===== src/source/ramtest_cfg.svh =====
// Build-time sizes. RT_MEM_WORDS must be a power of two and RT_RD_LATENCY at least 2
`ifndef RAMTEST_CFG_SVH
`define RAMTEST_CFG_SVH

// ------------------------------------------------------------
// Host block framing
// ------------------------------------------------------------
`define RT_BLOCK_SIZE   16   // Words per host block
`define RT_FIFO_DEPTH   64   // Words per pipe FIFO
`define RT_HEADROOM     4    // Throttle margin in words

// ------------------------------------------------------------
// Memory model
// ------------------------------------------------------------
`define RT_BURST_LEN    8    // Words per command
`define RT_MEM_WORDS    1024 // Addresses wrap here
`define RT_CALIB_CYCLES 32
`define RT_RD_LATENCY   3    // Command accept to first read word

`endif


===== src/source/ramtest_pkg.sv =====
// Shared types. Address and count widths follow the config macros at elaboration
`default_nettype none
`include "ramtest_cfg.svh"

package ramtest_pkg;

	// Data path
	typedef logic [31:0] word_t;

	// Word address into the burst memory
	typedef logic [$clog2(`RT_MEM_WORDS)-1:0] mem_addr_t;

	// FIFO occupancy including the full value
	typedef logic [$clog2(`RT_FIFO_DEPTH + 1)-1:0] fifo_count_t;

	// Wishbone word address
	typedef logic [1:0] reg_addr_t;

	// ------------------------------------------------------------
	// DMA burst sequencing
	// ------------------------------------------------------------
	typedef enum logic [2:0] {
		dma_idle,
		dma_write_cmd,  // Waiting for memory to take a write
		dma_write_data,
		dma_read_cmd,   // Waiting for memory to take a read
		dma_read_wait
	} dma_state_t;

endpackage

`default_nettype wire


===== src/source/dma_engine.sv =====
// One burst in flight at a time. Reads are not ordered against writes so RD_ADDR may pass WR_ADDR
`default_nettype none
`include "ramtest_cfg.svh"

module dma_engine (
	input  logic                     okClk,
	input  logic                     rst_n,
	input  logic                     soft_rst,
	input  logic                     read_en,
	input  logic                     write_en,
	input  logic                     calib_done,
	output logic                     in_pop,
	input  ramtest_pkg::word_t       in_data,
	input  ramtest_pkg::fifo_count_t in_count,
	input  ramtest_pkg::fifo_count_t out_count,
	output logic                     out_push,
	output ramtest_pkg::word_t       out_data,
	output logic                     mem_cmd_en,
	output logic                     mem_cmd_write,
	output ramtest_pkg::mem_addr_t   mem_cmd_addr,
	input  logic                     mem_busy,
	output logic                     mem_wr_en,
	output ramtest_pkg::word_t       mem_wr_data,
	input  logic                     mem_rd_valid,
	input  ramtest_pkg::word_t       mem_rd_data,
	output ramtest_pkg::mem_addr_t   wr_addr,
	output ramtest_pkg::mem_addr_t   rd_addr
);
	import ramtest_pkg::*;

	localparam int beat_w = $clog2(`RT_BURST_LEN);
	localparam logic [beat_w-1:0] last_beat = beat_w'(`RT_BURST_LEN - 1);
	localparam fifo_count_t burst_count = fifo_count_t'(`RT_BURST_LEN);
	localparam fifo_count_t out_max = fifo_count_t'(`RT_FIFO_DEPTH - `RT_BURST_LEN);

	dma_state_t        state;
	logic [beat_w-1:0] beat;
	logic              write_turn; // Write wins the next tie
	logic              wr_ok;
	logic              rd_ok;

	assign wr_ok = write_en && (in_count >= burst_count);
	assign rd_ok = read_en && (out_count <= out_max); // Room for a full burst

	// ------------------------------------------------------------
	// Memory port and FIFO strobes
	// ------------------------------------------------------------
	assign mem_cmd_en = (state == dma_write_cmd) || (state == dma_read_cmd);
	assign mem_cmd_write = (state == dma_write_cmd);
	assign mem_cmd_addr = mem_cmd_write ? wr_addr : rd_addr;
	assign mem_wr_en = (state == dma_write_data);
	assign mem_wr_data = in_data; // Straight from the FIFO head
	assign in_pop = mem_wr_en;
	assign out_push = (state == dma_read_wait) && mem_rd_valid;
	assign out_data = mem_rd_data;

	always_ff @(posedge okClk or negedge rst_n) begin
		if (!rst_n) begin
			state <= dma_idle;
			beat <= '0;
			write_turn <= 1'b1;
			wr_addr <= '0;
			rd_addr <= '0;
		end else if (soft_rst) begin
			state <= dma_idle;
			beat <= '0;
			write_turn <= 1'b1;
			wr_addr <= '0;
			rd_addr <= '0;
		end else begin
			case (state)
				dma_idle: begin
					beat <= '0;
					if (calib_done) begin
						if (wr_ok && (write_turn || !rd_ok)) begin
							state <= dma_write_cmd;
							write_turn <= 1'b0;
						end else if (rd_ok) begin
							state <= dma_read_cmd;
							write_turn <= 1'b1;
						end
					end
				end
				dma_write_cmd: begin
					if (!mem_busy)
						state <= dma_write_data;
				end
				dma_write_data: begin
					beat <= beat + 1'b1;
					if (beat == last_beat) begin
						state <= dma_idle;
						wr_addr <= wr_addr + mem_addr_t'(`RT_BURST_LEN); // Wraps with width
					end
				end
				dma_read_cmd: begin
					if (!mem_busy)
						state <= dma_read_wait;
				end
				dma_read_wait: begin
					if (mem_rd_valid) begin
						beat <= beat + 1'b1;
						if (beat == last_beat) begin
							state <= dma_idle;
							rd_addr <= rd_addr + mem_addr_t'(`RT_BURST_LEN);
						end
					end
				end
				default: state <= dma_idle;
			endcase
		end
	end

endmodule

`default_nettype wire


===== config.mk =====
export PLATFORM = sky130hd
export DESIGN_NAME = dma_engine
export DESIGN_NICKNAME = d
export VERILOG_FILES = /design/src/source/ramtest_pkg.sv /design/src/source/dma_engine.sv
export VERILOG_INCLUDE_DIRS = /design/src /design/src/source
export SDC_FILE = /design/constraint.sdc
export NUM_CORES = 1
export LEC_CHECK = 0
export ABC_AREA = 0
export BUFFER_PORTS_ARGS = -buffer_cell sky130_fd_sc_hd__buf_4
export CORE_MARGIN = 3
export CORE_UTILIZATION = 37
export DETAILED_ROUTE_END_ITERATION = 10
export GPL_ROUTABILITY_DRIVEN = 0
export PLACE_DENSITY = 0.83
export SLEW_MARGIN = 25
export SYNTH_ARGS = -nofsm -noshare
export SYNTH_HDL_FRONTEND = slang
export SYNTH_SLANG_ARGS = --single-unit

===== constraint.sdc =====
create_clock -name okClk -period 2.4 [get_ports okClk]
set_clock_uncertainty 0.15 [all_clocks]
set_input_delay 0.12 -clock okClk [delete_from_list [all_inputs] [get_ports okClk]]
set_output_delay 0.12 -clock okClk [all_outputs]
set_load 0.01 [all_outputs]

==> summary.txt <==
Critical path
  – Crit path max-delay family: flip-flops
  – Slowest-stage cell, CP: dfrtp_1
  – Critical Path Source Type: flop
  – R2r startpoint: beat[0]$_DFFE_PN0P_
  – Crit end category: output pin
  – Cell breakdown of the critical path: nor2b_1 > nor2b_1 > buf_4 > mux2_2 > buf_4
  – CP startpoint: state[0]$_DFFE_PN0P_
  – CP peak stage delay: 0.56 ns
  – CP Max Fanout: 13
  – Setup CP Type: flop to output pin
  – WP buf/inv: 2
  – Worst EP required: 2.13 ns
  – Worst EP arrival: 1.95 ns

Flow run
  – Max-Cap Viols: 0

Route
  – TritonRoute pass-1 iters: 4
  – Detailed Route WL: roughly 3800 um
  – Post-route DRC: 0
  – Detailed Route Iter0 Violations: 27
  – DR vias/cell: slightly above 5
  – DR WL/cell: 14.8 um
  – ANT nets after route: 0
  – Vias: roughly 1,300

Synthesis
  – Async set-or-reset flop fraction in the synthesized netlist: 1.00
  – Seq/Total Area, Yosys: 0.280
  – Mapped Cells: 211
  – Syn. warnings: 0
  – Syn Std Cell Area: 1880 um2
  – Top cells by area, synth: buf_4, dfrtp_1, mux2_2
  – Post-synth cell types: 44
  – Syn Area/Cell: 8.92 um2
  – Synthesized flop and latch total: 21
  – Synth Flop Type: dfrtp_1
  – Top cell type's share of synthesized area: 0.311
  – Post-synth EDFFs: 0
  – Most common cell in the synthesized netlist: buf_4
  – Area leader, netlist: buf_4
  – Synth top cells by count: buf_4, dfrtp_1, nor2_1

Clock network
  – CTS Buf Count: 3
  – Clock transition at path regs: roughly 0.07 ns
  – Bufs on Longest Clock Path: 2
  – H-tree levels: 1
  – Clk_lat worst skew: ~0.26 ns
  – CTS Root Cell: clkbuf_8
  – Post_cts resized: 0
  – Num Clock Sinks: 21
  – TritonCTS clock tree: built
  – Post-CTS Setup Inserts: 0
  – Hold buffers post-CTS: 1

Pwr
  – Net Sw Frac: 0.272
  – Leak Pwr: 0.884 nW
  – Worst vdd ir: 0.200 mV
  – Comb pwr share: 0.200
  – Clock group share of total power: 0.298
  – PwrDens: 433 nW/um2
  – Tot Pwr: 773 uW
  – Sw Pwr: 210 uW
  – P_int: 563 uW
  – Reg power frac: 0.502

Floorplanning
  – Area of the die: around 6000 um2
  – Die X: around 77 um
  – Die span in y: 77.3 um
  – Starting Density: 0.391
  – Top-Level Pins: around 190
  – Row Count: 25
  – Core footprint: a little under 5000 um2

Timing
  – Max-slew violations: 0
  – RSZ-0062 raised after global routing: false
  – Final min period: around 2.2 ns
  – Setup TNS: 0 ns
  – Fmax: about 450 MHz
  – Final setup vio count: 0
  – Hold violation count in the final report: 0
  – Final Hold Slack: ~0.051 ns
  – Fin crit share: 0.926

Cells and area
  – Fill cell count: 513
  – Area delta synth->final: -5.32%
  – Final Net Count: 278
  – Layout Cells excl Fill: around 250
  – Fraction of layout cells with a size suffix above 1: 0.321
  – N_diodes: 0

Global routing
  – Initial antenna violation count: 0
  – Largest net degree at the start of global routing: 23
  – GRT overflow: 0
  – First-pass GRT wire length: 5960 um
  – Global router's overall resource usage: 0.123
  – Vias in the first global route: between 1,000 and 1,500

Outcome
  – Status: complete, no violations

Placed design
  – Post-DP HPWL: slightly below 3000 um
  – Port Buf Inserts: 44
  – Placed cells: 249

Worst hold path
  – Hold Crit Start: soft_rst
  – Hold crit path type: primary input to flop
==> power by group through the flow <==
stage / sequential [mW] / clock [mW] / combinational, mW
after floorplan: 0.378 / 0 / 0.233
after global placement: 0.393 / 0 / 0.151
after detailed placement: 0.394 / 0 / 0.154
after CTS: 0.387 / 0.241 / 0.155
after global routing: 0.391 / 0.253 / 0.171
final: 0.388 / 0.230 / 0.155
==> flip-flops by register name, indices dropped and copies added (netlist names) <==
register and count:
write_turn 1, wr_addr 7, state 3, beat 3, rd_addr 7
==> worst reg2reg max path: cells and delay by family, from the launching register on <==
kind	cells	cell delay (ns)
fa+ha+maj	2	0.51
simple gates	2	0.46
flops	1	0.40
mux	1	0.32
compound gates	1	0.20
==> metal layers <==
| metal | GRT usage | vias to the layer above | part of all wire | routed length (um) |
|---|---|---|---|---|
| li1 | - | 578 | - | - |
| met1 | 0.135 | 606 | 0.38 | 1430 |
| met2 | 0.205 | 69 | 0.49 | 1850 |
| met3 | 0.0510 | 26 | 0.095 | 359 |
| met4 | 0.0623 | 0 | 0.035 | 131 |
| met5 | 0 | - | 0 | 0 |
==> through the flow <==
stage / cell area [um2] / util / setup slack (ns)
final: 1780 / 0.370 / 0.177
after detailed placement: 1730 / 0.359 / 0.260
after CTS: 1780 / 0.370 / 0.183
after global placement: 1730 / 0.359 / 0.306
after floorplan: 1910 / - / 0.388
after global routing: 1780 / 0.370 / 0.0196
==> worst paths after layout <==
check / cells past startpoint / to / slack [ns]
max: 5 / mem_cmd_addr[4] / 0.18
min: 2 / rd_addr[9]$_DFFE_PN0P_ / 0.05
max reg2reg: 6 / state[2]$_DFFE_PN0P_ / 0.23
min reg2reg: 2 / beat[1]$_DFFE_PN0P_ / 0.40
max in group asynchronous: 2 / write_turn$_DFFE_PN1P_ / 1.68
min in group asynchronous: 2 / rd_addr[4]$_DFFE_PN0P_ / 0.15
==> area by class of cell <==
class                   instances  area (um2)  share of cell area
repair buffers                 47         355               0.199
clock buffers                   4        45.0              0.0253
multi-input cells             113         764               0.429
inverters                       2        7.51             0.00421
well taps                      67        83.8              0.0470
flip-flops and latches         21         527               0.295
==> cell families (layout without fill, tap and decap cells) <==
family / after synthesis / count (layout) / share of synthesized area
compound gates: 20 / 20 / 0.0757
xor+xnor: 10 / 10 / 0.0465
fa+ha+maj: 4 / 4 / 0.0266
buf+inv: 85 / 53 / 0.330
flops: 21 / 21 / 0.280
mux: 12 / 12 / 0.0698
other cells: 1 / 9 / 0.00199
simple gates: 58 / 58 / 0.169
==> placed cells by master, fill, tap and decap left out, drive strengths merged, types with 2 or more instances in the layout <==
cell type / n
o31ai: 2
conb: 9
dfrtp: 20
nand3: 4
clkbuf: 4
o21ai: 3
xor2: 8
mux2i: 3
and2: 2
inv: 2
ha: 4
o21bai: 2
buf: 46
nor2b: 2
nor4: 2
xnor2: 2
or4: 2
nand4: 3
or3: 3
mux2: 9
nand2b: 4
and3: 4
and4bb: 2
nor2: 16
a21oi: 6
nand2: 10
Power figures use the tool's default switching activity.
