$ cat src/source/ramtest_cfg.svh
// Build-time sizes. RT_MEM_WORDS must be a power of two and RT_RD_LATENCY at least 2
`ifndef RAMTEST_CFG_SVH
`define RAMTEST_CFG_SVH

// ------------------------------------------------------------
// Host block framing
// ------------------------------------------------------------
`define RT_BLOCK_SIZE   16   // Words per host block
`define RT_FIFO_DEPTH   64   // Words per pipe FIFO
`define RT_HEADROOM     4    // Throttle margin in words

// ------------------------------------------------------------
// Memory model
// ------------------------------------------------------------
`define RT_BURST_LEN    8    // Words per command
`define RT_MEM_WORDS    1024 // Addresses wrap here
`define RT_CALIB_CYCLES 32
`define RT_RD_LATENCY   3    // Command accept to first read word

`endif

$ cat src/source/ramtest_pkg.sv
// Shared types. Address and count widths follow the config macros at elaboration
`default_nettype none
`include "ramtest_cfg.svh"

package ramtest_pkg;

	// Data path
	typedef logic [31:0] word_t;

	// Word address into the burst memory
	typedef logic [$clog2(`RT_MEM_WORDS)-1:0] mem_addr_t;

	// FIFO occupancy including the full value
	typedef logic [$clog2(`RT_FIFO_DEPTH + 1)-1:0] fifo_count_t;

	// Wishbone word address
	typedef logic [1:0] reg_addr_t;

	// ------------------------------------------------------------
	// DMA burst sequencing
	// ------------------------------------------------------------
	typedef enum logic [2:0] {
		dma_idle,
		dma_write_cmd,  // Waiting for memory to take a write
		dma_write_data,
		dma_read_cmd,   // Waiting for memory to take a read
		dma_read_wait
	} dma_state_t;

endpackage

`default_nettype wire

$ cat src/source/block_fifo.sv
// Single-clock FWFT FIFO. A push when full is dropped and a pop when empty is ignored
`default_nettype none
`include "ramtest_cfg.svh"

module block_fifo #(
	parameter int depth = `RT_FIFO_DEPTH
) (
	input  logic                     okClk,
	input  logic                     rst_n,
	input  logic                     clear,
	input  logic                     push,
	input  logic                     pop,
	input  ramtest_pkg::word_t       push_data,
	output ramtest_pkg::word_t       head_data,
	output ramtest_pkg::fifo_count_t count,
	output logic                     empty,
	output logic                     full
);
	import ramtest_pkg::*;

	localparam int ptr_w = $clog2(depth);

	word_t            mem [depth];
	logic [ptr_w-1:0] wr_ptr;
	logic [ptr_w-1:0] rd_ptr;
	logic             do_push;
	logic             do_pop;

	function automatic logic [ptr_w-1:0] next_ptr(input logic [ptr_w-1:0] ptr);
		if (ptr == ptr_w'(depth - 1))
			return '0;
		return ptr + 1'b1;
	endfunction

	assign empty = (count == '0);
	assign full = (count == fifo_count_t'(depth));
	assign do_push = push && !full;
	assign do_pop = pop && !empty;
	assign head_data = mem[rd_ptr]; // Head word without a pop

	always_ff @(posedge okClk or negedge rst_n) begin
		if (!rst_n) begin
			wr_ptr <= '0;
			rd_ptr <= '0;
			count <= '0;
		end else if (clear) begin
			wr_ptr <= '0;
			rd_ptr <= '0;
			count <= '0;
		end else begin
			if (do_push)
				wr_ptr <= next_ptr(wr_ptr);
			if (do_pop)
				rd_ptr <= next_ptr(rd_ptr);
			case ({do_push, do_pop})
				2'b10:   count <= count + 1'b1;
				2'b01:   count <= count - 1'b1;
				default: count <= count; // Both or neither
			endcase
		end
	end

	// Storage
	always_ff @(posedge okClk) begin
		if (do_push)
			mem[wr_ptr] <= push_data;
	end

endmodule

`default_nettype wire

$ cat config.mk
export PLATFORM = sky130hd
export DESIGN_NAME = block_fifo
export DESIGN_NICKNAME = d
export VERILOG_FILES = /design/src/source/ramtest_pkg.sv /design/src/source/block_fifo.sv
export VERILOG_INCLUDE_DIRS = /design/src /design/src/source
export SDC_FILE = /design/constraint.sdc
export NUM_CORES = 2
export LEC_CHECK = 0
export ABC_AREA = 1
export BUFFER_PORTS_ARGS = -buffer_cell sky130_fd_sc_hd__buf_2
export CELL_PAD_IN_SITES_DETAIL_PLACEMENT = 1
export CELL_PAD_IN_SITES_GLOBAL_PLACEMENT = 2
export CORE_MARGIN = 10
export CORE_UTILIZATION = 30
export CTS_BUF_LIST = sky130_fd_sc_hd__clkbuf_4
export DETAILED_ROUTE_END_ITERATION = 6
export HOLD_SLACK_MARGIN = 0.06
export PLACE_DENSITY = 0.66
export SLEW_MARGIN = 20
export SYNTH_ARGS = -nofsm -noshare
export SYNTH_HDL_FRONTEND = slang
export SYNTH_SLANG_ARGS = --single-unit
$ cat constraint.sdc
create_clock -name okClk -period 6.8 [get_ports okClk]
set_input_delay 1.02 -clock okClk [delete_from_list [all_inputs] [get_ports okClk]]
set_output_delay 1.02 -clock okClk [all_outputs]
set_load 0.01 [all_outputs]
==> insert_results.sql <==
INSERT INTO impl_metrics (metric_group, metric, value, unit) VALUES
('run_status', 'status', 'complete, no violations', ''),
('cells_and_area', 'design.final.nets', '8258', ''),
('grt', 'largest_net_degree_at_the_start_of_global_routing', '169', ''),
('die', 'dieHeight', '556', 'um'),
('power', 'clkPwrFrac', '33.8', '%'),
('timing', 'slew_viol_final', '0', ''),
('die', 'fp.dieW', '556', 'um'),
('setup_path', 'critPathLaunchType', 'register', ''),
('timing', 'slew_headroom', '28.6', '%'),
('grt', 'grt_use_total', '18.3', '%'),
('clock_network', 'worst_skew_pair_later_pin_latency', '1.31', 'ns'),
('yosys', 'synthDistinctLibCells', '29', ''),
('grt', 'via_count_of_the_first_global_routing_pass', '63100', ''),
('power', 'seq_power_share', '42.7', '%'),
('die', 'floorplan.core_area', '0.286', 'mm^2'),
('setup_path', 'timing.critical_path.fanout_max', '148', ''),
('timing', 'post-route-min-period', '6.03', 'ns'),
('clock_network', 'clockRootBuffer', 'clkbuf_4', ''),
('detailed_routing', 'ant_nets', '0', ''),
('detailed_routing', 'drt_iter0_markers', '4102', ''),
('setup_path', 'worstPathArrival', '5.01', 'ns'),
('grt', 'grt_pass1_wl', '426', 'mm'),
('timing', 'post-route-period-util', '88.7', '%'),
('yosys', 'post_synth.cell_area_avg', '11.0', 'um^2'),
('place', 'numPortBuffers', '77', ''),
('clock_network', 'cts_htree_levels', '6', ''),
('yosys', 'ys_ff_latch', '2067', ''),
('yosys', 'synth-seq-area-share', '71.9', '%'),
('yosys', 'synth-warning-count', '0', ''),
('place', 'place_congestion', '0.761', ''),
('clock_network', 'cts-resized-gates', '0', ''),
('timing', 'final.setup_skew', '0.0876', 'ns'),
('clock_network', 'post-cts-setup-buffers', '0', ''),
('timing', 'timing_hold_violations_final', '0', ''),
('cells_and_area', 'syn_to_final_growth', '14.0', '%'),
('yosys', 'synth.area.top_cells', 'edfxtp_1, nand2_1, nand3_1', ''),
('yosys', 'synthCells', '7824', ''),
('power', 'power.leakage', '0.0383', 'uW'),
('timing', 'achievable-frequency', '166', 'MHz'),
('hold_path', 'min-delay-path-class', 'in2async', ''),
('die', 'floorplan.io_pins', '78', ''),
('yosys', 'mappedNetlistNets', '7869', ''),
('grt', 'globalRouteOverflowTotal', '0', ''),
('cells_and_area', 'finalCoreUtilization', '34.4', '%'),
('power', 'vdd.ir_drop.worst', '0.000483', 'V'),
('detailed_routing', 'post-route-drc-count', '0', ''),
('power', 'power.density_cell_area', '339', 'mW/mm^2'),
('clock_network', 'clkSinkCount', '2067', ''),
('clock_network', 'max-clock-path-buffers', '4', ''),
('yosys', 'yosys.area.top_type', 'edfxtp_1', ''),
('die', 'standard_cell_row_count', '196', ''),
('power', 'power_frac_comb', '23.5', '%'),
('clock_network', 'cts_inserted_buffers', '573', ''),
('die', 'initial_utilization', '30.2', '%'),
('power', 'total_switching_power', '11200', 'uW'),
('clock_network', 'clock_input_transition_at_the_sequential_cells_of_the_worst_setup_and_hold_paths', '0.07', 'ns'),
('job', 'maxCapViolCount', '0', ''),
('detailed_routing', 'drt-total-wl', '291', 'mm'),
('grt', 'antenna_found_initial', '13', ''),
('power', 'switching_fraction_of_total_power', '33.7', '%'),
('timing', 'report.final.setup_viol', '0', ''),
('timing', 'unrepaired_setup_endpoints_after_global_routing', 'false', ''),
('cells_and_area', 'drive_above_1_share', '14.2', '%'),
('setup_path', 'timing.critical_path.to_type', 'output pin', ''),
('power', 'totalPowerFinal', '33400', 'uW'),
('die', 'dieArea', '0.309', 'mm^2'),
('setup_path', 'worst_ep_required_time', '5.78', 'ns'),
('place', 'place_hpwl', '152', 'mm'),
('clock_network', 'tritoncts', 'built', ''),
('timing', 'setup_total_negative_slack', '0', 'ns'),
('detailed_routing', 'firstDrtPassIters', '5', ''),
('yosys', 'synthDominantCellAreaShare', '71.3', '%'),
('detailed_routing', 'avg_wl_per_cell', '23.5', 'um'),
('cells_and_area', 'final_cell_area', '0.0983', 'mm^2'),
('setup_path', 'worst-setup-path-type', 'reg2out', ''),
('yosys', 'synth.cell_area', '0.0862', 'mm^2'),
('power', 'cellInternalPower', '22100', 'uW'),
('detailed_routing', 'dr_total_vias', '59800', ''),
('detailed_routing', 'route.detailed.vias_per_inst', '4.83', ''),
('place', 'placed_area', '0.0912', 'mm^2'),
('timing', 'worst-slew-pin-transition', '1.07', 'ns');
[per-layer routing]
metal | vias to the layer above | track usage [%] | part of all wire, %
met2 | 1478 | 31.6 | 49
met1 | 30400 | 23.5 | 43
met3 | 504 | 2.71 | 4.4
met5 | - | 0 | 0.020
met4 | 8 | 6.53 | 3.1
li1 | 27400 | - | -
[worst paths after layout]
check | start | endpoint | slack [ns] | depth (start not counted)
max | rd_ptr[1]$_DFFE_PN0P_ | head_data[11] | 0.77 | 11
min | rst_n | count[2]$_DFFE_PN0P_ | 0.27 | 2
max reg2reg | count[0]$_DFFE_PN0P_ | mem[31][4]$_DFFE_PP_ | 3.20 | 8
min reg2reg | count[4]$_DFFE_PN0P_ | count[4]$_DFFE_PN0P_ | 0.56 | 2
max in group asynchronous | rst_n | rd_ptr[1]$_DFFE_PN0P_ | 6.01 | 2
min in group okClk | push | wr_ptr[2]$_DFFE_PN0P_ | 0.27 | 6
[cell usage after synthesis]
| library cell | count |
|---|---|
| inv_4 | 1 |
| xnor2_1 | 3 |
| nand3_1 | 1267 |
| nand4_1 | 8 |
| a41oi_1 | 1 |
| buf_6 | 7 |
| o21ai_1 | 10 |
| o21ai_0 | 27 |
| dfrtp_1 | 19 |
| a22oi_1 | 1 |
| xor2_1 | 1 |
| nand2_1 | 3031 |
| fa_1 | 1 |
| inv_2 | 5 |
| clkinv_1 | 1 |
| or2_2 | 14 |
| nor4_1 | 1 |
| buf_2 | 199 |
| clkbuf_1 | 91 |
| edfxtp_1 | 2048 |
| ha_1 | 7 |
| inv_1 | 639 |
| a21oi_1 | 134 |
| nor3_1 | 15 |
| buf_1 | 45 |
| nand2_2 | 1 |
| nor2_1 | 159 |
| a31oi_1 | 1 |
| buf_4 | 87 |
[layout by cell type (no fill, tap or decap), types with 10 or more instances in the layout]
| cell | n |
|---|---|
| nor3_1 | 15 |
| inv_1 | 637 |
| dfrtp_1 | 14 |
| inv_2 | 21 |
| clkinv_1 | 70 |
| buf_4 | 137 |
| nand2_1 | 3031 |
| o21ai_1 | 10 |
| edfxtp_1 | 2048 |
| clkbuf_4 | 856 |
| o21ai_0 | 27 |
| buf_12 | 25 |
| or2_2 | 14 |
| nor2_1 | 94 |
| nand3_1 | 1267 |
| buf_2 | 77 |
| nor2_4 | 65 |
| a21oi_1 | 134 |
[cell type report]
type                            instances  area [um^2]
Clock inverter                        105          626
Clock buffer                          856         6430
Multi-Input combinational cell       4682        20000
Sequential cell                      2067        62000
Antenna cell                            9         22.5
Timing Repair Buffer                  243         1970
Fill cell                           31600       187000
Tap cell                             3762         4710
Inverter                              646         2470
[registers in the layout, summed over array words and instances, names as in the netlist]
signal  cells
wr_ptr      6
count       7
mem      2048
rd_ptr      6
[power groups by stage]
| stage | combinational, uW | clock [uW] | sequential [uW] |
|---|---|---|---|
| after floorplan | 5230 | 0 | 14400 |
| after global placement | 7870 | 0 | 14500 |
| after detailed placement | 7950 | 0 | 14500 |
| after CTS | 7980 | 11700 | 14200 |
| after global routing | 8790 | 12300 | 14200 |
| final | 7840 | 11300 | 14200 |
[logic make-up (layout without fill, tap and decap cells)]
| kind of cell | after synthesis | after routing | synth area share, % |
|---|---|---|---|
| simple gates | 4496 | 4496 | 21.5 |
| flops | 2067 | 2067 | 71.9 |
| buf+inv | 1075 | 1850 | 5.41 |
| fa+ha+maj | 8 | 8 | 0.125 |
| xor+xnor | 4 | 4 | 0.0406 |
| other cells | 0 | 9 | 0 |
| compound gates | 174 | 174 | 1.02 |
[critical path, cell delays in order, from the launching register on]
cell and delay (ns):
dfrtp_4 0.46, buf_12 0.65, nand2_1 0.26, inv_6 0.71, buf_12 0.39, nand2_1 0.10
nand3_1 0.11, nand3_1 0.07, nand2_1 0.10, nand2_1 0.23, nand2_1 0.30, buf_2 0.18
[through the flow]
stage	setup WS (ns)	std cells	hold WS, ns
final	0.769	12400	0.268
after global routing	0.523	12400	0.231
after CTS	0.528	12400	0.105
after detailed placement	2.02	11400	0.552
after global placement	2.02	11400	0.556
after floorplan	3.35	7824	0.513
[timing repair]
item	CTS	global route
endpoints found under the hold margin	23	0
hold buffers	3	0
setup endpoints to repair	0	0
Power figures use the tool's default switching activity.
