**config.mk**
```make
export PLATFORM = sky130hd
export DESIGN_NAME = host_regs
export DESIGN_NICKNAME = d
export VERILOG_FILES = /design/src/source/ramtest_pkg.sv /design/src/source/host_regs.sv
export VERILOG_INCLUDE_DIRS = /design/src /design/src/source
export SDC_FILE = /design/constraint.sdc
export NUM_CORES = 1
export LEC_CHECK = 0
export BUFFER_PORTS_ARGS = -buffer_cell sky130_fd_sc_hd__buf_2
export CAP_MARGIN = 25
export CORE_MARGIN = 8
export CORE_UTILIZATION = 34
export CTS_CLUSTER_DIAMETER = 30
export DETAILED_ROUTE_END_ITERATION = 10
export PLACE_DENSITY = 0.88
export SKIP_LAST_GASP = 1
export SLEW_MARGIN = 20
export SYNTH_ARGS = -nofsm -noshare
export SYNTH_HDL_FRONTEND = slang
export SYNTH_SLANG_ARGS = --single-unit
```
**constraint.sdc**
```tcl
create_clock -name okClk -period 2.42 [get_ports okClk]
set_clock_uncertainty 0.05 [all_clocks]
set_input_delay 0.363 -clock okClk [delete_from_list [all_inputs] [get_ports okClk]]
set_output_delay 0.363 -clock okClk [all_outputs]
set_load 0.02 [all_outputs]
```
**src/source/ramtest_cfg.svh**
```systemverilog
// Build-time sizes. RT_MEM_WORDS must be a power of two and RT_RD_LATENCY at least 2
`ifndef RAMTEST_CFG_SVH
`define RAMTEST_CFG_SVH

// ------------------------------------------------------------
// Host block framing
// ------------------------------------------------------------
`define RT_BLOCK_SIZE   16   // Words per host block
`define RT_FIFO_DEPTH   64   // Words per pipe FIFO
`define RT_HEADROOM     4    // Throttle margin in words

// ------------------------------------------------------------
// Memory model
// ------------------------------------------------------------
`define RT_BURST_LEN    8    // Words per command
`define RT_MEM_WORDS    1024 // Addresses wrap here
`define RT_CALIB_CYCLES 32
`define RT_RD_LATENCY   3    // Command accept to first read word

`endif

```
**src/source/ramtest_pkg.sv**
```systemverilog
// Shared types. Address and count widths follow the config macros at elaboration
`default_nettype none
`include "ramtest_cfg.svh"

package ramtest_pkg;

	// Data path
	typedef logic [31:0] word_t;

	// Word address into the burst memory
	typedef logic [$clog2(`RT_MEM_WORDS)-1:0] mem_addr_t;

	// FIFO occupancy including the full value
	typedef logic [$clog2(`RT_FIFO_DEPTH + 1)-1:0] fifo_count_t;

	// Wishbone word address
	typedef logic [1:0] reg_addr_t;

	// ------------------------------------------------------------
	// DMA burst sequencing
	// ------------------------------------------------------------
	typedef enum logic [2:0] {
		dma_idle,
		dma_write_cmd,  // Waiting for memory to take a write
		dma_write_data,
		dma_read_cmd,   // Waiting for memory to take a read
		dma_read_wait
	} dma_state_t;

endpackage

`default_nettype wire

```
**src/source/host_regs.sv**
```systemverilog
// Wishbone classic slave with one wait state. CTRL bits are levels and never self-clear
`default_nettype none
`include "ramtest_cfg.svh"

module host_regs (
	input  logic                     okClk,
	input  logic                     rst_n,
	input  logic                     wb_cyc,
	input  logic                     wb_stb,
	input  logic                     wb_we,
	input  ramtest_pkg::reg_addr_t   wb_adr,
	input  ramtest_pkg::word_t       wb_dat_w,
	output ramtest_pkg::word_t       wb_dat_r,
	output logic                     wb_ack,
	input  logic                     calib_done,
	input  logic                     in_empty,
	input  logic                     in_full,
	input  logic                     out_empty,
	input  logic                     out_full,
	input  ramtest_pkg::fifo_count_t in_count,
	input  ramtest_pkg::fifo_count_t out_count,
	input  ramtest_pkg::mem_addr_t   wr_addr,
	input  ramtest_pkg::mem_addr_t   rd_addr,
	output logic                     read_en,
	output logic                     write_en,
	output logic                     soft_rst,
	output logic                     pipe_in_ready,
	output logic                     pipe_out_ready
);
	import ramtest_pkg::*;

	// ------------------------------------------------------------
	// Register map
	//   0 CTRL     bit 0 read enable, bit 1 write enable, bit 2 soft reset
	//   1 STATUS   bit 0 calib done, 1 in empty, 2 in full, 3 out empty, 4 out full
	//   2 WR_ADDR  next memory write address
	//   3 RD_ADDR  next memory read address
	// ------------------------------------------------------------
	localparam reg_addr_t addr_ctrl = 2'd0;
	localparam reg_addr_t addr_status = 2'd1;
	localparam reg_addr_t addr_wr_addr = 2'd2;
	localparam reg_addr_t addr_rd_addr = 2'd3;

	localparam fifo_count_t in_ready_max =
		fifo_count_t'(`RT_FIFO_DEPTH - `RT_HEADROOM - `RT_BLOCK_SIZE);
	localparam fifo_count_t out_ready_min = fifo_count_t'(`RT_BLOCK_SIZE);

	logic [2:0] ctrl;
	logic       access;
	word_t      rd_mux;

	assign access = wb_cyc && wb_stb && !wb_ack; // New cycle not yet acked
	assign read_en = ctrl[0];
	assign write_en = ctrl[1];
	assign soft_rst = ctrl[2];

	always_comb begin
		case (wb_adr)
			addr_ctrl:    rd_mux = {29'd0, ctrl};
			addr_status:  rd_mux = {27'd0, out_full, out_empty, in_full, in_empty, calib_done};
			addr_wr_addr: rd_mux = word_t'(wr_addr);
			addr_rd_addr: rd_mux = word_t'(rd_addr);
			default:      rd_mux = '0;
		endcase
	end

	always_ff @(posedge okClk or negedge rst_n) begin
		if (!rst_n) begin
			wb_ack <= 1'b0;
			ctrl <= '0;
		end else begin
			wb_ack <= access;
			if (access && wb_we && wb_adr == addr_ctrl)
				ctrl <= wb_dat_w[2:0]; // Lands with ack
		end
	end

	// Read data valid with ack
	always_ff @(posedge okClk) begin
		if (access)
			wb_dat_r <= rd_mux;
	end

	// ------------------------------------------------------------
	// Block throttle
	// ------------------------------------------------------------
	always_ff @(posedge okClk or negedge rst_n) begin
		if (!rst_n) begin
			pipe_in_ready <= 1'b1;
			pipe_out_ready <= 1'b0;
		end else begin
			pipe_in_ready <= (in_count <= in_ready_max);   // Whole block plus headroom
			pipe_out_ready <= (out_count >= out_ready_min); // Whole block waiting
		end
	end

endmodule

`default_nettype wire

```
==> impl_metrics.json, run 1 <==
{
  "start_kind": "flop",
  "initial_utilization_pct": 34.4,
  "hold_path.class": "in2reg",
  "insertion_delay_ns": 0.27,
  "setup_viol": 0,
  "dr.pass1.iters": 4,
  "first_global_vias": 749,
  "port_buffers": 60,
  "area_delta_synth_final_pct": 29.9,
  "die_h_um": 67.9,
  "fmax_mhz": 720,
  "synthTopCellsByArea": "edfxtp_1, buf_4, dfrtp_1",
  "cts_buffers": 3,
  "seq_area_um2": 452,
  "remaining_drc_errors": 0,
  "drt.antenna.violating_nets": 0,
  "yosysWarnings": 0,
  "grtUsageMet3_pct": 2.13,
  "overflow": 0,
  "fillers": 253,
  "grt_usage_pct": 10.2,
  "grt_max_degree": 13,
  "routed_wl_um": 2450,
  "place_congestion": 0.733,
  "required_ns": 2.54,
  "yosysSeqAreaShare_pct": 49.2,
  "antennaDiodeCount": 0,
  "ir_drop_uv": 276,
  "post-synth-top-area-cell": "edfxtp_1",
  "clk_path_buf_depth": 2,
  "placed_area_mm2": 0.00115,
  "post_drt_wl_per_cell_um": 15.1,
  "final_common_cell": "buf_2",
  "row_count": 19,
  "detailedPlace.worstSlack_ns": 0.824,
  "cp_max_fo": 12,
  "dr_total_vias": 721,
  "leakage_uw": 0.000606,
  "timing.rr.start": "wb_ack$_DFF_PN0_",
  "grt_pass1_wl_um": 3490,
  "core_region_area_mm2": 0.00266,
  "arrival_ns": 1.50,
  "antenna_found_initial": 0,
  "path_clk_slew_ns": 0.09,
  "synth_cell_types": 20,
  "syn_area_per_cell_um2": 13.3,
  "synth_top_area_share_pct": 32.7,
  "place_hpwl_um": 2160,
  "cp-end-kind": "flop",
  "fin_nets": 210,
  "grt_use_met1_pct": 10.4,
  "final_max_slew_viol_count": 0,
  "io_pins": 116,
  "synthCells": 69,
  "final_cell_mix": "buf_2, conb_1, edfxtp_1",
  "rsz0062_at_grt": "false",
  "chipWidth_um": 67.9,
  "final_area_mm2": 0.00119,
  "htree_levels": 1,
  "synth.cell_area_um2": 917,
  "setup_tns_ns": 0,
  "worstSetupStartpoint": "wb_ack$_DFF_PN0_",
  "cts_sinks": 16,
  "grt_util_met2_pct": 18.9,
  "p_per_area_mw_per_mm2": 550,
  "drive_gt1_share_pct": 56.5,
  "grt-busiest-layer": "met2",
  "drt_iter0_markers": 60,
  "min_from": "in_count[6]",
  "run_status": "complete, no violations",
  "die-area_mm2": 0.00462,
  "root_buffer": "clkbuf_4",
  "multiInputGateArea_um2": 364,
  "final_hold_viol_count": 0,
  "cap_viol_max_count": 0,
  "vias_per_cell": 4.45,
  "path_class": "reg2reg",
  "cts_tree": "yes",
  "cts-resized-gates": 0,
  "fin_ws_ns": 1.03,
  "ys_ff_latch": 16,
  "period_minus_slack_ns": 1.39,
  "post-route-period-util_pct": 57.4
}
sequential cells by signal, summed over array words and instances, names as in the netlist:
signal,count
pipe_in_ready,1
wb_dat_r,10
pipe_out_ready,1
wb_ack,1
ctrl,3
metrics by stage:
step	power, uW	std cells	util [%]	hold WS [ns]
global placement	509	157	43.4	0.137
floorplan	473	90	-	0.0174
finish	655	162	44.7	0.141
detailed placement	519	157	43.4	0.143
global route	684	162	44.7	0.128
CTS	658	162	44.7	0.137
path summary, 6_finish.rpt:
check,to,slack (ns),cells after the start
min in group asynchronous,wb_ack$_DFF_PN0_,0.39,2
setup / recovery,ctrl[0]$_DFFE_PN0P_,1.03,3
hold / removal,pipe_in_ready$_DFF_PN1_,0.14,2
max in group asynchronous,pipe_in_ready$_DFF_PN1_,1.72,2
setup reg to reg,ctrl[0]$_DFFE_PN0P_,1.03,3
hold reg to reg,ctrl[1]$_DFFE_PN0P_,0.51,1
metal layers:
| layer | wire [um] | part of all wire (%) | vias up |
|---|---|---|---|
| met5 | 0 | 0 | - |
| met4 | 36 | 1.5 | 0 |
| met3 | 297 | 12 | 2 |
| met2 | 1250 | 51 | 51 |
| met1 | 866 | 35 | 344 |
| li1 | - | - | 324 |
cells by family after synthesis:
kind of cell | Yosys count | share of synthesized area (%)
other | 1 | 0.409
AOI/OAI and AO/OA | 4 | 3.27
buffers and inverters | 24 | 19.6
DFF | 16 | 49.3
and+or+nand+nor | 11 | 8.05
muxes | 13 | 19.4
report_power, final:
part / internal, uW / switching (uW)
sequential: 318 / 14.1
clock: 63.8 / 78.6
combinational: 75.9 / 104
area by class of cell:
cell class	instances	area share, %
Sequential cell	16	37.9
Multi-Input combinational cell	50	30.6
Timing Repair Buffer	61	26.1
Tap cell	31	3.26
Clock buffer	4	2.21
synthesized netlist by cell type:
library cell	instances
nand3_2	1
nand2b_1	1
buf_4	22
and3b_2	1
mux2_4	1
edfxtp_1	10
conb_1	1
mux2i_1	5
a21oi_1	1
dfstp_2	1
o211ai_1	1
mux4_2	3
or3_1	1
clkbuf_1	1
buf_6	1
a22o_1	2
nor2b_1	6
dfrtp_1	5
mux2_2	4
nor2_1	1
critical path, stage by stage, from the launching register on:
cell and delay (ns):
dfrtp_1 0.37, and3b_2 0.41, nand3_2 0.16, mux2_2 0.29
timing repair:
item / CTS / global route
endpoints found under the hold margin: 5 / 0
setup buffers: 0 / 0
hold buffers: 1 / 0
Note: power is estimated with default switching activity, not from simulation.
==> run 2, diff against run 1 <==
Settings changed: CORE_UTILIZATION 34 to 29, PLACE_DENSITY 0.88 to 0.8.
Clock period 2.42 ns to 1.2 ns, I/O delays scaled along.
==> impl_metrics.json, run 2 (synthesis gave the netlist of run 1 again) <==
{
  "wl_met3_um": 325,
  "power.switching_uw": 410,
  "wl_met2_um": 1240,
  "drt_iter0_markers": 71,
  "fillers": 295,
  "pwr-share-clk_pct": 20.6,
  "grt_max_degree": 13,
  "place_hpwl_um": 2130,
  "violations": "setup timing",
  "grt_pass1_wl_um": 3910,
  "post_cts_buffers": 0,
  "cts_buffers": 3,
  "power_frac_comb_pct": 31.5,
  "p_sw_share_pct": 29.5,
  "multiInputGateArea_um2": 372,
  "core_region_area_mm2": 0.00303,
  "cap_viol_max_count": 0,
  "antenna_found_initial": 0,
  "clk_path_buf_depth": 2,
  "dr_total_vias": 733,
  "top_register": "wb_dat_r",
  "die_h_um": 72.2,
  "seq_area_um2": 452,
  "fin_nets": 218,
  "arrival_ns": 1.34,
  "required_ns": 1.31,
  "place_congestion": 0.765,
  "remaining_drc_errors": 0,
  "start_kind": "flop",
  "placed_area_mm2": 0.00122,
  "largest_reg_flops": 10,
  "reg.largest.list": "wb_dat_r: 10 flops, ctrl: 3 flops",
  "die-area_mm2": 0.00522,
  "routed_wl_um": 2510,
  "area_delta_synth_final_pct": 41.6,
  "rsz0062_at_grt": "true",
  "ir_drop_uv": 311,
  "run_status": "finished with violations",
  "cts_sinks": 16,
  "final_common_cell": "buf_2",
  "cp_max_fo": 3,
  "grt_usage_pct": 9.72,
  "path_clk_slew_ns": 0.09,
  "period_minus_slack_ns": 1.23,
  "drt.antenna.violating_nets": 0,
  "cts_tree": "yes",
  "insertion_delay_ns": 0.27,
  "intPower_uw": 982,
  "fin_ws_ns": -0.0279,
  "cp-end-kind": "flop",
  "final_max_slew_viol_count": 0,
  "post_drt_wl_per_cell_um": 13.7,
  "chipWidth_um": 72.2,
  "hold_path.class": "in2reg",
  "fmax_mhz": 814,
  "final_hold_viol_count": 0,
  "initial_utilization_pct": 30.3,
  "final_cell_mix": "buf_2, conb_1, edfxtp_1",
  "root_buffer": "clkbuf_4",
  "placedCellCount": 176,
  "antennaDiodeCount": 0,
  "vias_per_cell": 4.01,
  "dr.pass1.iters": 4,
  "path_class": "reg2reg",
  "worst_hold_slack_ns": 0.0373,
  "leakage_uw": 0.000649,
  "setup_viol": 10,
  "htree_levels": 1,
  "overflow": 0,
  "port_buffers": 60,
  "final_area_mm2": 0.00130,
  "first_global_vias": 855,
  "p_per_area_mw_per_mm2": 1070,
  "io_pins": 116,
  "p_seq_share_pct": 47.8,
  "wl_met1_um": 849,
  "top_layer": "met4",
  "power.total_uw": 1390,
  "drive_gt1_share_pct": 57.6,
  "row_count": 20,
  "post-route-period-util_pct": 102,
  "instances_no_fill": 183
}
[run 2: critical path, stage by stage, from the launching register on]
cell,delay [ns]
dfrtp_1,0.41
and3b_2,0.30
nand3_4,0.09
mux2_2,0.28
[run 2: final cells by class]
cell class	instances	area share, %
Sequential cell	16	34.8
Timing Repair Buffer	69	30.3
Clock buffer	4	2.02
Tap cell	44	4.24
Multi-Input combinational cell	50	28.6
[run 2: path summary, 6_finish.rpt]
check                      slack [ns]                       end           startpoint  depth (start not counted)
max in group asynchronous        0.68   pipe_in_ready$_DFF_PN1_                rst_n                          2
hold reg to reg                  0.52       ctrl[2]$_DFFE_PN0P_  ctrl[2]$_DFFE_PN0P_                          1
setup / recovery                -0.03       ctrl[2]$_DFFE_PN0P_     wb_ack$_DFF_PN0_                          3
setup reg to reg                -0.03       ctrl[2]$_DFFE_PN0P_     wb_ack$_DFF_PN0_                          3
hold / removal                   0.04  pipe_out_ready$_DFF_PN0_         out_count[6]                          2
min in group asynchronous        0.20       ctrl[1]$_DFFE_PN0P_                rst_n                          2
[run 2: what timing repair did]
| item | in CTS | in global routing |
|---|---|---|
| resized for setup | 3 | 4 |
| hold buffers | 3 | 0 |
| endpoints found under the hold margin | 7 | 0 |
| endpoints found under the setup margin | 4 | 13 |
[run 2: layer usage]
metal / vias up / track usage [%]
li1: 339 / -
met1: 331 / 9.48
met2: 57 / 16.1
met3: 6 / 3.17
met4: 0 / 8.62
met5: - / 0
[run 2: per-stage QoR]
step           util, %  setup WS (ns)  TNS, ns
6_report          42.9        -0.0279   -0.177
2_1_floorplan        -         -0.190   -0.615
3_5_place_dp      40.2        -0.0918   -0.218
3_3_place_gp      40.2        -0.0660   -0.108
4_1_cts           42.5        -0.0319   -0.191
5_1_grt           42.9        -0.0719   -0.437
[run 2: power by group through the flow]
stage | Clock, uW | Sequential, uW | Combinational, uW
6_report | 287 | 666 | 439
5_1_grt | 320 | 672 | 468
4_1_cts | 303 | 664 | 421
3_5_place_dp | 0 | 676 | 399
3_3_place_gp | 0 | 672 | 391
2_1_floorplan | 0 | 734 | 221
==> run 3, diff against run 2 <==
Settings changed: CORE_MARGIN 8 to unset.
==> impl_metrics.json, run 3 (synthesis gave the netlist of run 1 again) <==
{
  "grt_max_degree": 13,
  "antennaDiodeCount": 0,
  "path_clk_slew_ns": 0.09,
  "placed_area_mm2": 0.00120,
  "insertion_delay_ns": 0.28,
  "post_drt_wl_per_cell_um": 9.94,
  "first_global_vias": 641,
  "reg2regPathDepth": 3,
  "fin_nets": 216,
  "cp_max_fo": 3,
  "die-area_mm2": 0.00339,
  "p_per_area_mw_per_mm2": 1050,
  "remaining_drc_errors": 0,
  "chipWidth_um": 58.2,
  "wl_met2_um": 999,
  "overflow": 0,
  "vias_per_cell": 3.94,
  "power.total_uw": 1340,
  "top_register": "wb_dat_r",
  "final_max_slew_viol_count": 0,
  "setup_viol": 0,
  "drt_iter0_markers": 28,
  "routed_wl_um": 1800,
  "wl_met3_um": 153,
  "place_congestion": 0.798,
  "fmax_mhz": 839,
  "dr.pass1.iters": 4,
  "drt.antenna.violating_nets": 0,
  "antenna_found_initial": 0,
  "cts_buffers": 3,
  "final_core_util_pct": 42.2,
  "final_area_mm2": 0.00128,
  "multiInputGateArea_um2": 372,
  "slowest_delay_ns": 0.38,
  "cts_tree": "yes",
  "initial_utilization_pct": 30.3,
  "drive_gt1_share_pct": 56.9,
  "cap_viol_max_count": 0,
  "worstPathCellList": "and3b_2 -> nand3_4 -> mux2_2",
  "final_cell_mix": "buf_2, conb_1, edfxtp_1",
  "cp.depth": 3,
  "io_pins": 116,
  "final_common_cell": "buf_2",
  "run_status": "complete, no violations",
  "cts_sinks": 16,
  "final_hold_viol_count": 0,
  "ir_drop_uv": 309,
  "setup_tns_ns": 0,
  "post-route-period-util_pct": 99.3,
  "row_count": 20,
  "largest_reg_flops": 10,
  "clk_path_buf_depth": 2,
  "post_cts_buffers": 0,
  "place_hpwl_um": 1450,
  "port_buffers": 60,
  "hold_depth": 2,
  "cp_slowest_cell": "dfrtp_1",
  "worst-path-buf-inv": 0,
  "start_kind": "flop",
  "die_h_um": 58.2,
  "hold_path.class": "in2reg",
  "area_delta_synth_final_pct": 39.3,
  "crit_family": "flip-flops",
  "grt_pass1_wl_um": 2650,
  "period_minus_slack_ns": 1.19,
  "instances_no_fill": 181,
  "root_buffer": "clkbuf_4",
  "reg.largest.list": "wb_dat_r: 10 flops, ctrl: 3 flops",
  "arrival_ns": 1.31,
  "htree_levels": 1,
  "fillers": 277,
  "core_region_area_mm2": 0.00303,
  "rsz0062_at_grt": "true",
  "placedCellCount": 174,
  "path_class": "reg2reg",
  "leakage_uw": 0.000638,
  "cp-end-kind": "flop",
  "top_layer": "met4",
  "grt_usage_pct": 10.6,
  "wl_met1_um": 615,
  "required_ns": 1.31,
  "seq_area_um2": 452,
  "dr_total_vias": 714
}
run 3: final cells by class:
type	instances	share of cell area [%]
clock buffers	3	1.76
flip-flops and latches	16	35.4
repair buffers	67	29.2
multi-input cells	50	29.1
well taps	44	4.31
clock inverters	1	0.294
run 3: path summary, 6_finish.rpt:
path	start	end	slack (ns)
setup / recovery	wb_ack$_DFF_PN0_	ctrl[2]$_DFFE_PN0P_	0.009
hold / removal	out_count[6]	pipe_out_ready$_DFF_PN0_	0.03
setup reg to reg	wb_ack$_DFF_PN0_	ctrl[2]$_DFFE_PN0P_	0.009
hold reg to reg	ctrl[1]$_DFFE_PN0P_	ctrl[1]$_DFFE_PN0P_	0.50
max in group asynchronous	rst_n	pipe_in_ready$_DFF_PN1_	0.67
min in group asynchronous	rst_n	pipe_out_ready$_DFF_PN0_	0.21
run 3: what timing repair did:
item,CTS,global route
setup endpoints to repair,4,4
hold endpoints to repair,7,0
gates resized for setup,3,2
hold buffers,3,0
run 3: routing by layer:
metal | global-route usage [%] | vias up
met2 | 21.5 | 47
met4 | 8.16 | 0
met3 | 0.893 | 2
met1 | 9.27 | 329
met5 | 0 | -
li1 | - | 336
run 3: where the power goes:
group	switching, uW	leakage (uW)	internal [uW]
registers	24.6	0.000165	642
clock network	157	0.0000154	120
logic	214	0.000458	186
run 3: per-stage QoR:
stage	hold WS, ns	worst slack [ns]
floorplan	-0.166	-0.190
CTS	0.0114	-0.00549
global placement	-0.0419	-0.0482
global route	0.0159	-0.0545
detailed placement	-0.0403	-0.0681
finish	0.0261	0.00871
